===== config.mk =====
export PLATFORM = sky130hd
export DESIGN_NAME = cfg_scan_top
export DESIGN_NICKNAME = d
export VERILOG_FILES = /design/src/hw/cfg_scan_pkg.sv /design/src/hw/cfg_bead.sv /design/src/hw/cfg_bead_bus.sv /design/src/hw/cfg_scan_ctrl.sv /design/src/hw/cfg_scan_top.sv
export SDC_FILE = /design/constraint.sdc
export NUM_CORES = 1
export LEC_CHECK = 0
export ABC_AREA = 1
export BUFFER_PORTS_ARGS = -buffer_cell sky130_fd_sc_hd__buf_4
export CAP_MARGIN = 40
export CORE_AREA = 2 2 113 115
export CTS_CLUSTER_SIZE = 30
export DETAILED_ROUTE_END_ITERATION = 16
export DIE_AREA = 0 0 115 117
export PLACE_DENSITY = 0.84
export SLEW_MARGIN = 40
export SYNTH_ARGS = -nofsm -noshare
export SYNTH_HDL_FRONTEND = slang
export SYNTH_SLANG_ARGS = --single-unit

===== constraint.sdc =====
create_clock -name scan_clk -period 2.2 [get_ports scan_clk]
set_input_delay 0.44 -clock scan_clk [delete_from_list [all_inputs] [get_ports scan_clk]]
set_output_delay 0.44 -clock scan_clk [all_outputs]
set_load 0.005 [all_outputs]

===== src/hw/cfg_scan_pkg.sv =====
/* Shared chain sizes and controller state encoding for the configuration scan subsystem.
   Modules import it inside their body or refer to it by scoped name in their header. */

package cfg_scan_pkg;

  // Default forward beads in one sector
  parameter int FW_BEAD_LENGTH_DEF = 8;

  // Default reverse beads in one sector
  parameter int RV_BEAD_LENGTH_DEF = 8;

  // Default number of sector bead buses in the loop
  parameter int SECTOR_COUNT_DEF = 2;

  // Controller sequence
  typedef enum logic [2:0] {
    IDLE,
    CAPTURE,
    SHIFT,
    UPDATE,
    CLEAR
  } cfg_state_t;

endpackage


===== src/hw/cfg_bead.sv =====
/* One configuration bead: a shift flop that can capture the applied value,
   and an update flop that drives the bead's parallel output. */

`timescale 1ns/1ns

module cfg_bead (
  input  logic scan_clk,
  input  logic rst_n,
  input  logic scan_data_in,
  input  logic capture,
  input  logic update,
  input  logic clr_n,
  output logic scan_data_out,
  output logic bead_val
);

  logic shift_q;
  logic upd_q;

  // Shift stage, reloaded from the applied value on capture
  always_ff @(posedge scan_clk)
  begin
    if (capture)
      shift_q <= upd_q;
    else
      shift_q <= scan_data_in;
  end

  // Applied value only moves on update or clear
  always_ff @(posedge scan_clk)
  begin
    if (!rst_n || !clr_n)
      upd_q <= 1'b0;
    else if (update)
      upd_q <= shift_q;
  end

  assign scan_data_out = shift_q;
  assign bead_val      = upd_q;

endmodule


===== src/hw/cfg_bead_bus.sv =====
/* Bead bus of one sector: a forward and a reverse bead segment on a shared control set.
   Control is passed on unchanged to the next sector in the loop. */

`timescale 1ns/1ns

module cfg_bead_bus #(
  parameter int FW_BEAD_LENGTH = cfg_scan_pkg::FW_BEAD_LENGTH_DEF,
  parameter int RV_BEAD_LENGTH = cfg_scan_pkg::RV_BEAD_LENGTH_DEF
) (
  // Shared control
  input  logic                      scan_clk,
  input  logic                      rst_n,
  input  logic                      capture,
  input  logic                      update,
  input  logic                      clr_n,

  // Forward path
  input  logic                      scan_data_in_fw,
  output logic                      scan_data_out_fw,
  output logic [FW_BEAD_LENGTH-1:0] bead_val_fw,

  // Reverse path
  input  logic                      scan_data_in_rv,
  output logic                      scan_data_out_rv,
  output logic [RV_BEAD_LENGTH-1:0] bead_val_rv,

  // Control towards the next sector
  output logic                      capture_out,
  output logic                      update_out,
  output logic                      clr_n_out
);

  logic [FW_BEAD_LENGTH:0] fw_link;
  logic [RV_BEAD_LENGTH:0] rv_link;

  assign capture_out = capture;
  assign update_out  = update;
  assign clr_n_out   = clr_n;

  assign fw_link[0] = scan_data_in_fw;
  assign rv_link[0] = scan_data_in_rv;

  // Forward segment, bead 0 sits next to the input
  for (genvar i = 0; i < FW_BEAD_LENGTH; i++)
  begin : g_fw
    cfg_bead u_bead (
      .scan_clk      (scan_clk),
      .rst_n         (rst_n),
      .scan_data_in  (fw_link[i]),
      .capture       (capture),
      .update        (update),
      .clr_n         (clr_n),
      .scan_data_out (fw_link[i+1]),
      .bead_val      (bead_val_fw[i])
    );
  end

  // Reverse segment
  for (genvar j = 0; j < RV_BEAD_LENGTH; j++)
  begin : g_rv
    cfg_bead u_bead (
      .scan_clk      (scan_clk),
      .rst_n         (rst_n),
      .scan_data_in  (rv_link[j]),
      .capture       (capture),
      .update        (update),
      .clr_n         (clr_n),
      .scan_data_out (rv_link[j+1]),
      .bead_val      (bead_val_rv[j])
    );
  end

  // No retiming at the segment ends, one bead is one cycle
  assign scan_data_out_fw = fw_link[FW_BEAD_LENGTH];
  assign scan_data_out_rv = rv_link[RV_BEAD_LENGTH];

endmodule


===== src/hw/cfg_scan_ctrl.sv =====
/* Scan sequencer: runs capture, shift and update for a host load, or a clear,
   and returns the previously applied word as readback with a done strobe. */

`timescale 1ns/1ns

module cfg_scan_ctrl #(
  parameter int TOTAL_LEN = 32
) (
  input  logic                 scan_clk,
  input  logic                 rst_n,

  // Host side
  input  logic                 load,
  input  logic                 clear,
  input  logic [TOTAL_LEN-1:0] wr_data,
  output logic                 busy,
  output logic                 done,
  output logic [TOTAL_LEN-1:0] rd_data,

  // Chain side
  input  logic                 scan_in,
  output logic                 scan_data,
  output logic                 capture,
  output logic                 update,
  output logic                 clr_n
);

  import cfg_scan_pkg::*;

  localparam int CNT_W = (TOTAL_LEN > 1) ? $clog2(TOTAL_LEN) : 1;

  cfg_state_t           state_q;
  logic [CNT_W-1:0]     cnt_q;
  logic                 done_q;
  logic [TOTAL_LEN-1:0] wr_sh_q;
  logic [TOTAL_LEN-1:0] rd_sh_q;
  logic [TOTAL_LEN-1:0] rd_data_q;

  always_ff @(posedge scan_clk)
  begin
    if (!rst_n)
    begin
      state_q <= IDLE;
      cnt_q   <= '0;
      done_q  <= 1'b0;
    end
    else
    begin
      done_q <= 1'b0;
      case (state_q)
        IDLE:
        begin
          // Clear wins when both strobes arrive together
          if (clear)
            state_q <= CLEAR;
          else if (load)
            state_q <= CAPTURE;
        end
        CAPTURE:
        begin
          cnt_q   <= '0;
          state_q <= SHIFT;
        end
        SHIFT:
        begin
          cnt_q <= cnt_q + 1'b1;
          if (cnt_q == CNT_W'(TOTAL_LEN - 1))
            state_q <= UPDATE;
        end
        UPDATE:
        begin
          done_q  <= 1'b1;
          state_q <= IDLE;
        end
        CLEAR:
        begin
          done_q  <= 1'b1;
          state_q <= IDLE;
        end
        default:
          state_q <= IDLE;
      endcase
    end
  end

  // Outgoing word goes MSB first, the returning bits fill from the LSB side
  always_ff @(posedge scan_clk)
  begin
    if (state_q == IDLE)
      wr_sh_q <= wr_data;
    else if (state_q == SHIFT)
      wr_sh_q <= {wr_sh_q[TOTAL_LEN-2:0], 1'b0};

    if (state_q == SHIFT)
      rd_sh_q <= {rd_sh_q[TOTAL_LEN-2:0], scan_in};

    if (state_q == UPDATE)
      rd_data_q <= rd_sh_q;
    else if (state_q == CLEAR)
      rd_data_q <= '0;
  end

  assign busy      = (state_q != IDLE);
  assign capture   = (state_q == CAPTURE);
  assign update    = (state_q == UPDATE);
  assign clr_n     = (state_q != CLEAR);
  assign scan_data = wr_sh_q[TOTAL_LEN-1];
  assign done      = done_q;
  assign rd_data   = rd_data_q;

endmodule


===== src/hw/cfg_scan_top.sv =====
/* Configuration scan top level: the controller and the sector bead buses closed into one loop.
   Forward segments run in sector order, reverse segments come back in reverse order. */

`timescale 1ns/1ns

module cfg_scan_top #(
  parameter int FW_BEAD_LENGTH = cfg_scan_pkg::FW_BEAD_LENGTH_DEF,
  parameter int RV_BEAD_LENGTH = cfg_scan_pkg::RV_BEAD_LENGTH_DEF,
  parameter int SECTOR_COUNT   = cfg_scan_pkg::SECTOR_COUNT_DEF,
  localparam int TOTAL_LEN     = SECTOR_COUNT * (FW_BEAD_LENGTH + RV_BEAD_LENGTH)
) (
  input  logic                 scan_clk,
  input  logic                 rst_n,
  input  logic                 load,
  input  logic                 clear,
  input  logic [TOTAL_LEN-1:0] wr_data,
  output logic                 busy,
  output logic                 done,
  output logic [TOTAL_LEN-1:0] rd_data,
  output logic [TOTAL_LEN-1:0] cfg_val
);

  // Index s is the entry point of sector s
  logic [SECTOR_COUNT:0] fw_link;
  logic [SECTOR_COUNT:0] rv_link;
  logic [SECTOR_COUNT:0] capture_link;
  logic [SECTOR_COUNT:0] update_link;
  logic [SECTOR_COUNT:0] clr_n_link;

  cfg_scan_ctrl #(
    .TOTAL_LEN (TOTAL_LEN)
  ) u_cfg_scan_ctrl (
    .scan_clk  (scan_clk),
    .rst_n     (rst_n),
    .load      (load),
    .clear     (clear),
    .wr_data   (wr_data),
    .scan_in   (rv_link[0]),
    .busy      (busy),
    .done      (done),
    .rd_data   (rd_data),
    .scan_data (fw_link[0]),
    .capture   (capture_link[0]),
    .update    (update_link[0]),
    .clr_n     (clr_n_link[0])
  );

  // Turnaround at the far end of the loop
  assign rv_link[SECTOR_COUNT] = fw_link[SECTOR_COUNT];

  for (genvar s = 0; s < SECTOR_COUNT; s++)
  begin : g_sector
    cfg_bead_bus #(
      .FW_BEAD_LENGTH (FW_BEAD_LENGTH),
      .RV_BEAD_LENGTH (RV_BEAD_LENGTH)
    ) u_cfg_bead_bus (
      .scan_clk         (scan_clk),
      .rst_n            (rst_n),
      .capture          (capture_link[s]),
      .update           (update_link[s]),
      .clr_n            (clr_n_link[s]),
      .scan_data_in_fw  (fw_link[s]),
      .scan_data_out_fw (fw_link[s+1]),
      .bead_val_fw      (cfg_val[s*FW_BEAD_LENGTH +: FW_BEAD_LENGTH]),
      .scan_data_in_rv  (rv_link[s+1]),
      .scan_data_out_rv (rv_link[s]),
      .bead_val_rv      (cfg_val[SECTOR_COUNT*FW_BEAD_LENGTH +
                                 (SECTOR_COUNT-1-s)*RV_BEAD_LENGTH +: RV_BEAD_LENGTH]),
      .capture_out      (capture_link[s+1]),
      .update_out       (update_link[s+1]),
      .clr_n_out        (clr_n_link[s+1])
    );
  end

endmodule


Word level (Yosys, flattened, before mapping)
Index checks and enable logic that the tools add are counted.

storage, ports and cells
  register bits after elaboration = 169
  latch bits = 0
  RAM bits = 0
  ROM bits = 0
  input bits = 36
  output and inout port bits = 66
  logic and storage cells = 131
  memories = 0

cells by class
  add/sub/neg operators = 1
  $mul = 0
  div/mod/pow operators = 0
  $lt $le $gt $ge = 0
  equality and inequality tests = 8
  shift operators = 0
  muxes and demuxes = 42
  bitwise gates (word level) = 0
  reduce and logical (&&, ||, !) cells = 10

operator list
  kind                                                   count
  two-way mux 32 bit                                     4
  two-way mux 1 bit                                      33
  one-hot mux 5 bit (2 select lines)                     1
  two-way mux 3 bit                                      3
  one-hot mux 3 bit (3 select lines)                     1
  == test 3 x 2 -> 1 bit, second input constant          2
  inequality test 3 bit, second input constant           2
  nonzero test 2 bit                                     3
  adder 5 x 1 -> 5 bit, second input constant            1
  == test 5 bit, second input constant                   1
  == test 3 x 1 -> 1 bit, second input constant          1
  == test 3 bit, second input constant                   1
  zero test 3 bit                                        1
  nonzero test 3 bit                                     1
  zero test 1 bit                                        2
  inequality test 2 x 1 -> 1 bit, second input constant  1
  AND reduction 2 bit                                    1
  OR reduction 2 bit                                     1
  logical OR 1 bit                                       1

Depth between registers and ports, before layout
  depth in word-level cells = 3
  depth in mapped cells = 8
  mapped depth without buffers = 6

By module
Synthesis repeated with hierarchy kept, for this count alone.

second synthesis, totals
  cells, all modules = 717
  area, all modules = 6,672.6 um^2

by module, submodules not included
  module         instances  cells each  area each (um^2)
  cfg_scan_ctrl  1          327         4,025.1
  cfg_bead       32         12          81.3
  cfg_bead_bus   2          3           22.5

Least setup slack after synthesis
Ideal clock, no wire load.

  kind = register to register
  from = reg u_cfg_scan_ctrl.state_q[0]
  to = reg u_cfg_scan_ctrl.rd_data_q[0], in the netlist u_cfg_scan_ctrl.rd_data[0] (enable)
  setup time = 0.389 ns
  arrival = 1.574 ns
  setup slack = 0.236 ns
  cell stages (with the launch flop) = 6
  buffers on the path = 3
  period minus slack after synthesis = 1.964 ns
  cells stage by stage = dfxtp_1 buf_6 nand3_2 buf_2 buf_2 nand2_1

on the way
  word-level cells in the longest chain between the ends = 2
  elaborated cells between the ends (all ways) = 3

ends and longest elaborated chain
  element                                                  line                                      source
  start, declared                                          cfg_scan_ctrl.sv:32                       cfg_state_t state_q;
  start signal, assigned                                   cfg_scan_ctrl.sv:43                       state_q <= IDLE;
  start signal, assigned                                   cfg_scan_ctrl.sv:55                       state_q <= CLEAR;
  start signal, assigned                                   cfg_scan_ctrl.sv:57                       state_q <= CAPTURE;
  == test 3 bit or == test 3 x 2 -> 1 bit (tied branches)  cfg_scan_ctrl.sv:99, cfg_scan_ctrl.sv:97
  nonzero test 2 bit (no source line) *                    --
  end signal, assigned                                     cfg_scan_ctrl.sv:98                       rd_data_q <= rd_sh_q;
  end, declared                                            cfg_scan_ctrl.sv:37                       logic [TOTAL_LEN-1:0] rd_data_q;

Every way passes the cells marked *; elsewhere a longest branch is shown, timed or not.
A chain may end at the register's enable or synchronous reset.

Worst setup path in the final report
  from = reg u_cfg_scan_ctrl.state_q[0]
  to = out busy

on the way
  word-level cells in the longest chain between the ends = 1

ends and longest elaborated chain
  element             line                  source
  nonzero test 3 bit  cfg_scan_ctrl.sv:103  assign busy = (state_q != IDLE);
  end, declared       cfg_scan_top.sv:17    output logic busy,

Every way passes these cells.

==> run summary <==
ROUTING
------------------------------------------------------------------------
Via-per-instance ratio                                              5.17
1st-iter DRT viols                                                   473
Count of TritonRoute iterations in the first routing pass              5
Total wire length                                                12.1 mm
Number of vias in the routed layout                                 4497
Routed length per placed instance                                13.9 um
Number of antenna-violating nets in the routed design                  0
Post-detailed-route DRC marker count                                   0

FINAL LAYOUT
------------------------------------------------------------------------
Util after Layout                                                  63.2%
Share of layout cells above drive strength 1                       21.7%
Area grow syn2layout                                               17.8%
Finished layout cell area                                       7780 um2
Antenna diode count                                                    0
Total Nets Final                                                     745

STA
------------------------------------------------------------------------
Final cycle utilization of the critical path                       85.5%
Setup repair after global routing missed its margin                   no
Final hold viol count                                                  0
Minimum clock period after layout                                1880 ps
Smallest hold slack                                               304 ps
Clock skew                                                       11.9 ps
Headroom to the max-slew limit                                     59.4%
Achievable clock frequency                                       532 MHz
Number of setup violations in the final report                         0
Transition time at the pin with the least slew margin             607 ps
Count of final max-slew check failures                                 0
Post-Route Setup TNS                                                0 ps

HOLD PATH
------------------------------------------------------------------------
Tightest Hold Check Type                                    input port to register
Hold Startpoint                                                    rst_n
Worst Hold Path EP                                          u_cfg_scan_ctrl.cnt_q[3]$_SDFFE_PN0P_
Worst hold path stage count                                            3

YOSYS
------------------------------------------------------------------------
Number of nets in the synthesized netlist                            681
Avg Inst Size Synth                                             10.3 um2
Number of standard cells after synthesis                             643
Post-synthesis instance area                                    6610 um2
Proportion of synthesized chip area in sequential cells            65.7%
Yosys warning total                                                    0
Total of flip-flops plus latches after synthesis                     169
Synth cell types                                                      22

WORST SETUP PATH
------------------------------------------------------------------------
Critical path data required time                                 1760 ps
Number of buffer and inverter stages on the critical path              1
Maximum fanout along the worst path                                   15
Largest stage delay, worst path                                   550 ps
Launching element type of the critical path                     register
Kind of end point of the critical path                       output port
Worst R2R Start                                             u_cfg_scan_ctrl.state_q[0]$_SDFFE_PN0P_
FF-to-FF End                                                u_cfg_scan_ctrl.cnt_q[0]$_SDFFE_PN0P_
Top cell family by delay on the critical path                 flip-flops
Register-to-Register Path Depth                                        7
Crit path cell chain                                        nor2_8, nand2_2, buf_4
Setup slack on the worst flop-to-flop path                        510 ps
Slowest CP cell                                             sky130_fd_sc_hd__dfxtp_1
CP arrival                                                       1440 ps
Crit Path Category                                          register to output port

CLOCK NETWORK
------------------------------------------------------------------------
Clock sink count                                                     169
Number of hold buffers added after cts                                 0
Clock transition at the registers of the reported paths            60 ps
Count of H-tree levels built during CTS                                4
Number of buffers created by CTS                                      17
Latest clock arrival within the worst-skew pair                   420 ps
Buffer type at the clock tree root                          sky130_fd_sc_hd__clkbuf_16
Post_cts resized                                                       0
Largest buffer count on any clock path                                 2
TritonCTS clock tree                                                 yes
Post-CTS setup buffer count                                            0

FLOORPLANNING
------------------------------------------------------------------------
Chip width                                                        115 um
Effective utilization at floorplan                                 53.7%
Height of the die                                                 117 um
Cell Rows                                                             41
Count of boundary I/O pins                                           102
Core area                                                      12300 um2
Die outline area                                               13500 um2

GRT
------------------------------------------------------------------------
Largest net degree at the start of global routing                     43
First-pass GRT wire length                                       20.2 mm
Via count of the first global-routing pass                          4326
Antenna violations before repair                                       0
Overall track demand over capacity in global routing               19.1%
Global route overflow                                                  0

POWER AND IR DROP
------------------------------------------------------------------------
Total power                                                      7.76 mW
Leak pwr                                                         3.15 nW
Power density over the cells                                  997 nW/um2
Peak supply drop                                                0.592 mV

JOB
------------------------------------------------------------------------
Number of max-cap violations                                           0

PLACED DESIGN
------------------------------------------------------------------------
Area of placed instances                                        7200 um2
RD Place Congestion                                                0.776
Sum of net half-perimeters after detailed placement              7.89 mm
Port Buffers                                                         101

OUTCOME
------------------------------------------------------------------------
Status                                                      finished clean

[sequential cells by signal (all words and copies together) (netlist names)]
name                                               cells
u_cfg_scan_ctrl.cnt_q                                  5
u_cfg_scan_ctrl.wr_sh_q                               32
g_sector.u_cfg_bead_bus.g_fw.u_bead.bead_val          16
g_sector.u_cfg_bead_bus.g_fw.u_bead.scan_data_out     16
u_cfg_scan_ctrl.rd_data                               32
u_cfg_scan_ctrl.rd_sh_q                               32
u_cfg_scan_ctrl.done                                   1
u_cfg_scan_ctrl.state_q                                3
g_sector.u_cfg_bead_bus.g_rv.u_bead.scan_data_out     16
g_sector.u_cfg_bead_bus.g_rv.u_bead.bead_val          16
[through the flow]
step | setup slack (ps) | std cells
after floorplan | 236 | 643
after global placement | 577 | 838
after detailed placement | 519 | 838
after CTS | 315 | 870
after global routing | 238 | 870
final | 319 | 870
[worst min-delay path, stage by stage]
cell and delay [ps]:
sky130_fd_sc_hd__buf_4 140, sky130_fd_sc_hd__nand2_1 60, sky130_fd_sc_hd__a21oi_1 30
[final cells by class]
class / count / area, um2
repair buffers: 115 / 863
fillers: 981 / 4530
clock inverters: 10 / 75.1
inverters: 72 / 270
well taps: 150 / 188
clock buffers: 22 / 507
multi-input cells: 332 / 1540
flip-flops and latches: 169 / 4340
[worst max-delay path by stage]
stage / from / to / slack (ps) / depth (start not counted)
global route: u_cfg_scan_ctrl.state_q[0]$_SDFFE_PN0P_ / busy / 240 / 3
CTS: u_cfg_scan_ctrl.state_q[0]$_SDFFE_PN0P_ / busy / 320 / 3
global placement: u_cfg_scan_ctrl.state_q[0]$_SDFFE_PN0P_ / u_cfg_scan_ctrl.cnt_q[0]$_SDFFE_PN0P_ / 580 / 7
detailed placement: u_cfg_scan_ctrl.state_q[0]$_SDFFE_PN0P_ / u_cfg_scan_ctrl.cnt_q[0]$_SDFFE_PN0P_ / 520 / 7
floorplan: u_cfg_scan_ctrl.state_q[0]$_SDFFE_PN0P_ / u_cfg_scan_ctrl.rd_data[0]$_SDFFCE_PP0P_ / 240 / 5
finish: u_cfg_scan_ctrl.state_q[0]$_SDFFE_PN0P_ / busy / 320 / 3
[cell usage in the layout (no fill, tap or decap)]
cell type	instances
sky130_fd_sc_hd__clkinv_4	1
sky130_fd_sc_hd__inv_6	2
sky130_fd_sc_hd__clkinv_2	1
sky130_fd_sc_hd__clkinvlp_4	1
sky130_fd_sc_hd__nand3_1	38
sky130_fd_sc_hd__nand2_2	3
sky130_fd_sc_hd__inv_4	4
sky130_fd_sc_hd__nor2_8	1
sky130_fd_sc_hd__dfxtp_1	73
sky130_fd_sc_hd__ha_1	2
sky130_fd_sc_hd__edfxtp_1	96
sky130_fd_sc_hd__nand3_2	2
sky130_fd_sc_hd__nor2_1	40
sky130_fd_sc_hd__nand4_1	32
sky130_fd_sc_hd__inv_1	70
sky130_fd_sc_hd__nand3b_1	1
sky130_fd_sc_hd__nand2_1	139
sky130_fd_sc_hd__clkbuf_8	2
sky130_fd_sc_hd__o21ai_0	24
sky130_fd_sc_hd__clkbuf_1	1
sky130_fd_sc_hd__clkbuf_16	19
sky130_fd_sc_hd__o21ai_1	12
sky130_fd_sc_hd__inv_2	2
sky130_fd_sc_hd__nor3_2	1
sky130_fd_sc_hd__nor2_4	1
sky130_fd_sc_hd__inv_8	1
sky130_fd_sc_hd__a21oi_1	36
sky130_fd_sc_hd__buf_4	115
[power breakdown]
group	internal (mW)	switching, mW	total, mW	leakage (nW)
clock	1.66	1.21	2.87	0.291
sequential	3.86	0.175	4.03	1.51
combinational	0.311	0.548	0.860	1.35
total	5.83	1.94	7.76	3.15
[layer usage]
layer / global-route usage, % / routed length, um / vias to the layer above / part of all wire [%]
met4: 7.47 / 189 / 0 / 1.6
met2: 31.1 / 5960 / 145 / 49
met5: 0 / 0 / - / 0
li1: - / - / 2219 / -
met3: 4.94 / 589 / 20 / 4.9
met1: 24.9 / 5400 / 2113 / 44
[logic make-up (layout without fill, tap and decap cells)]
group / Yosys count / in the layout / synth area share, %
AOI/OAI and AO/OA: 72 / 72 / 5.45
adders and majority gates: 2 / 2 / 0.379
buffers and inverters: 142 / 219 / 11.1
DFF: 169 / 169 / 65.7
and+or+nand+nor: 258 / 258 / 17.3
[synth_stat cells]
| cell | n | share of area (%) |
|---|---|---|
| sky130_fd_sc_hd__buf_4 | 36 | 4.1 |
| sky130_fd_sc_hd__o21ai_0 | 24 | 1.8 |
| sky130_fd_sc_hd__nor2_2 | 1 | 0.095 |
| sky130_fd_sc_hd__buf_2 | 29 | 2.2 |
| sky130_fd_sc_hd__nand3b_1 | 1 | 0.11 |
| sky130_fd_sc_hd__inv_2 | 2 | 0.11 |
| sky130_fd_sc_hd__nand3_1 | 38 | 2.9 |
| sky130_fd_sc_hd__nand2_2 | 3 | 0.28 |
| sky130_fd_sc_hd__nor2_1 | 40 | 2.3 |
| sky130_fd_sc_hd__dfxtp_1 | 73 | 22 |
| sky130_fd_sc_hd__nor2_8 | 1 | 0.30 |
| sky130_fd_sc_hd__nand4_1 | 32 | 3.0 |
| sky130_fd_sc_hd__nand3_2 | 2 | 0.30 |
| sky130_fd_sc_hd__a21oi_1 | 36 | 2.7 |
| sky130_fd_sc_hd__nand2_1 | 139 | 7.9 |
| sky130_fd_sc_hd__clkbuf_1 | 1 | 0.057 |
| sky130_fd_sc_hd__ha_1 | 2 | 0.38 |
| sky130_fd_sc_hd__inv_1 | 70 | 4.0 |
| sky130_fd_sc_hd__nor3_2 | 1 | 0.15 |
| sky130_fd_sc_hd__buf_6 | 4 | 0.68 |
| sky130_fd_sc_hd__o21ai_1 | 12 | 0.91 |
| sky130_fd_sc_hd__edfxtp_1 | 96 | 44 |
Power figures use the tool's default switching activity.
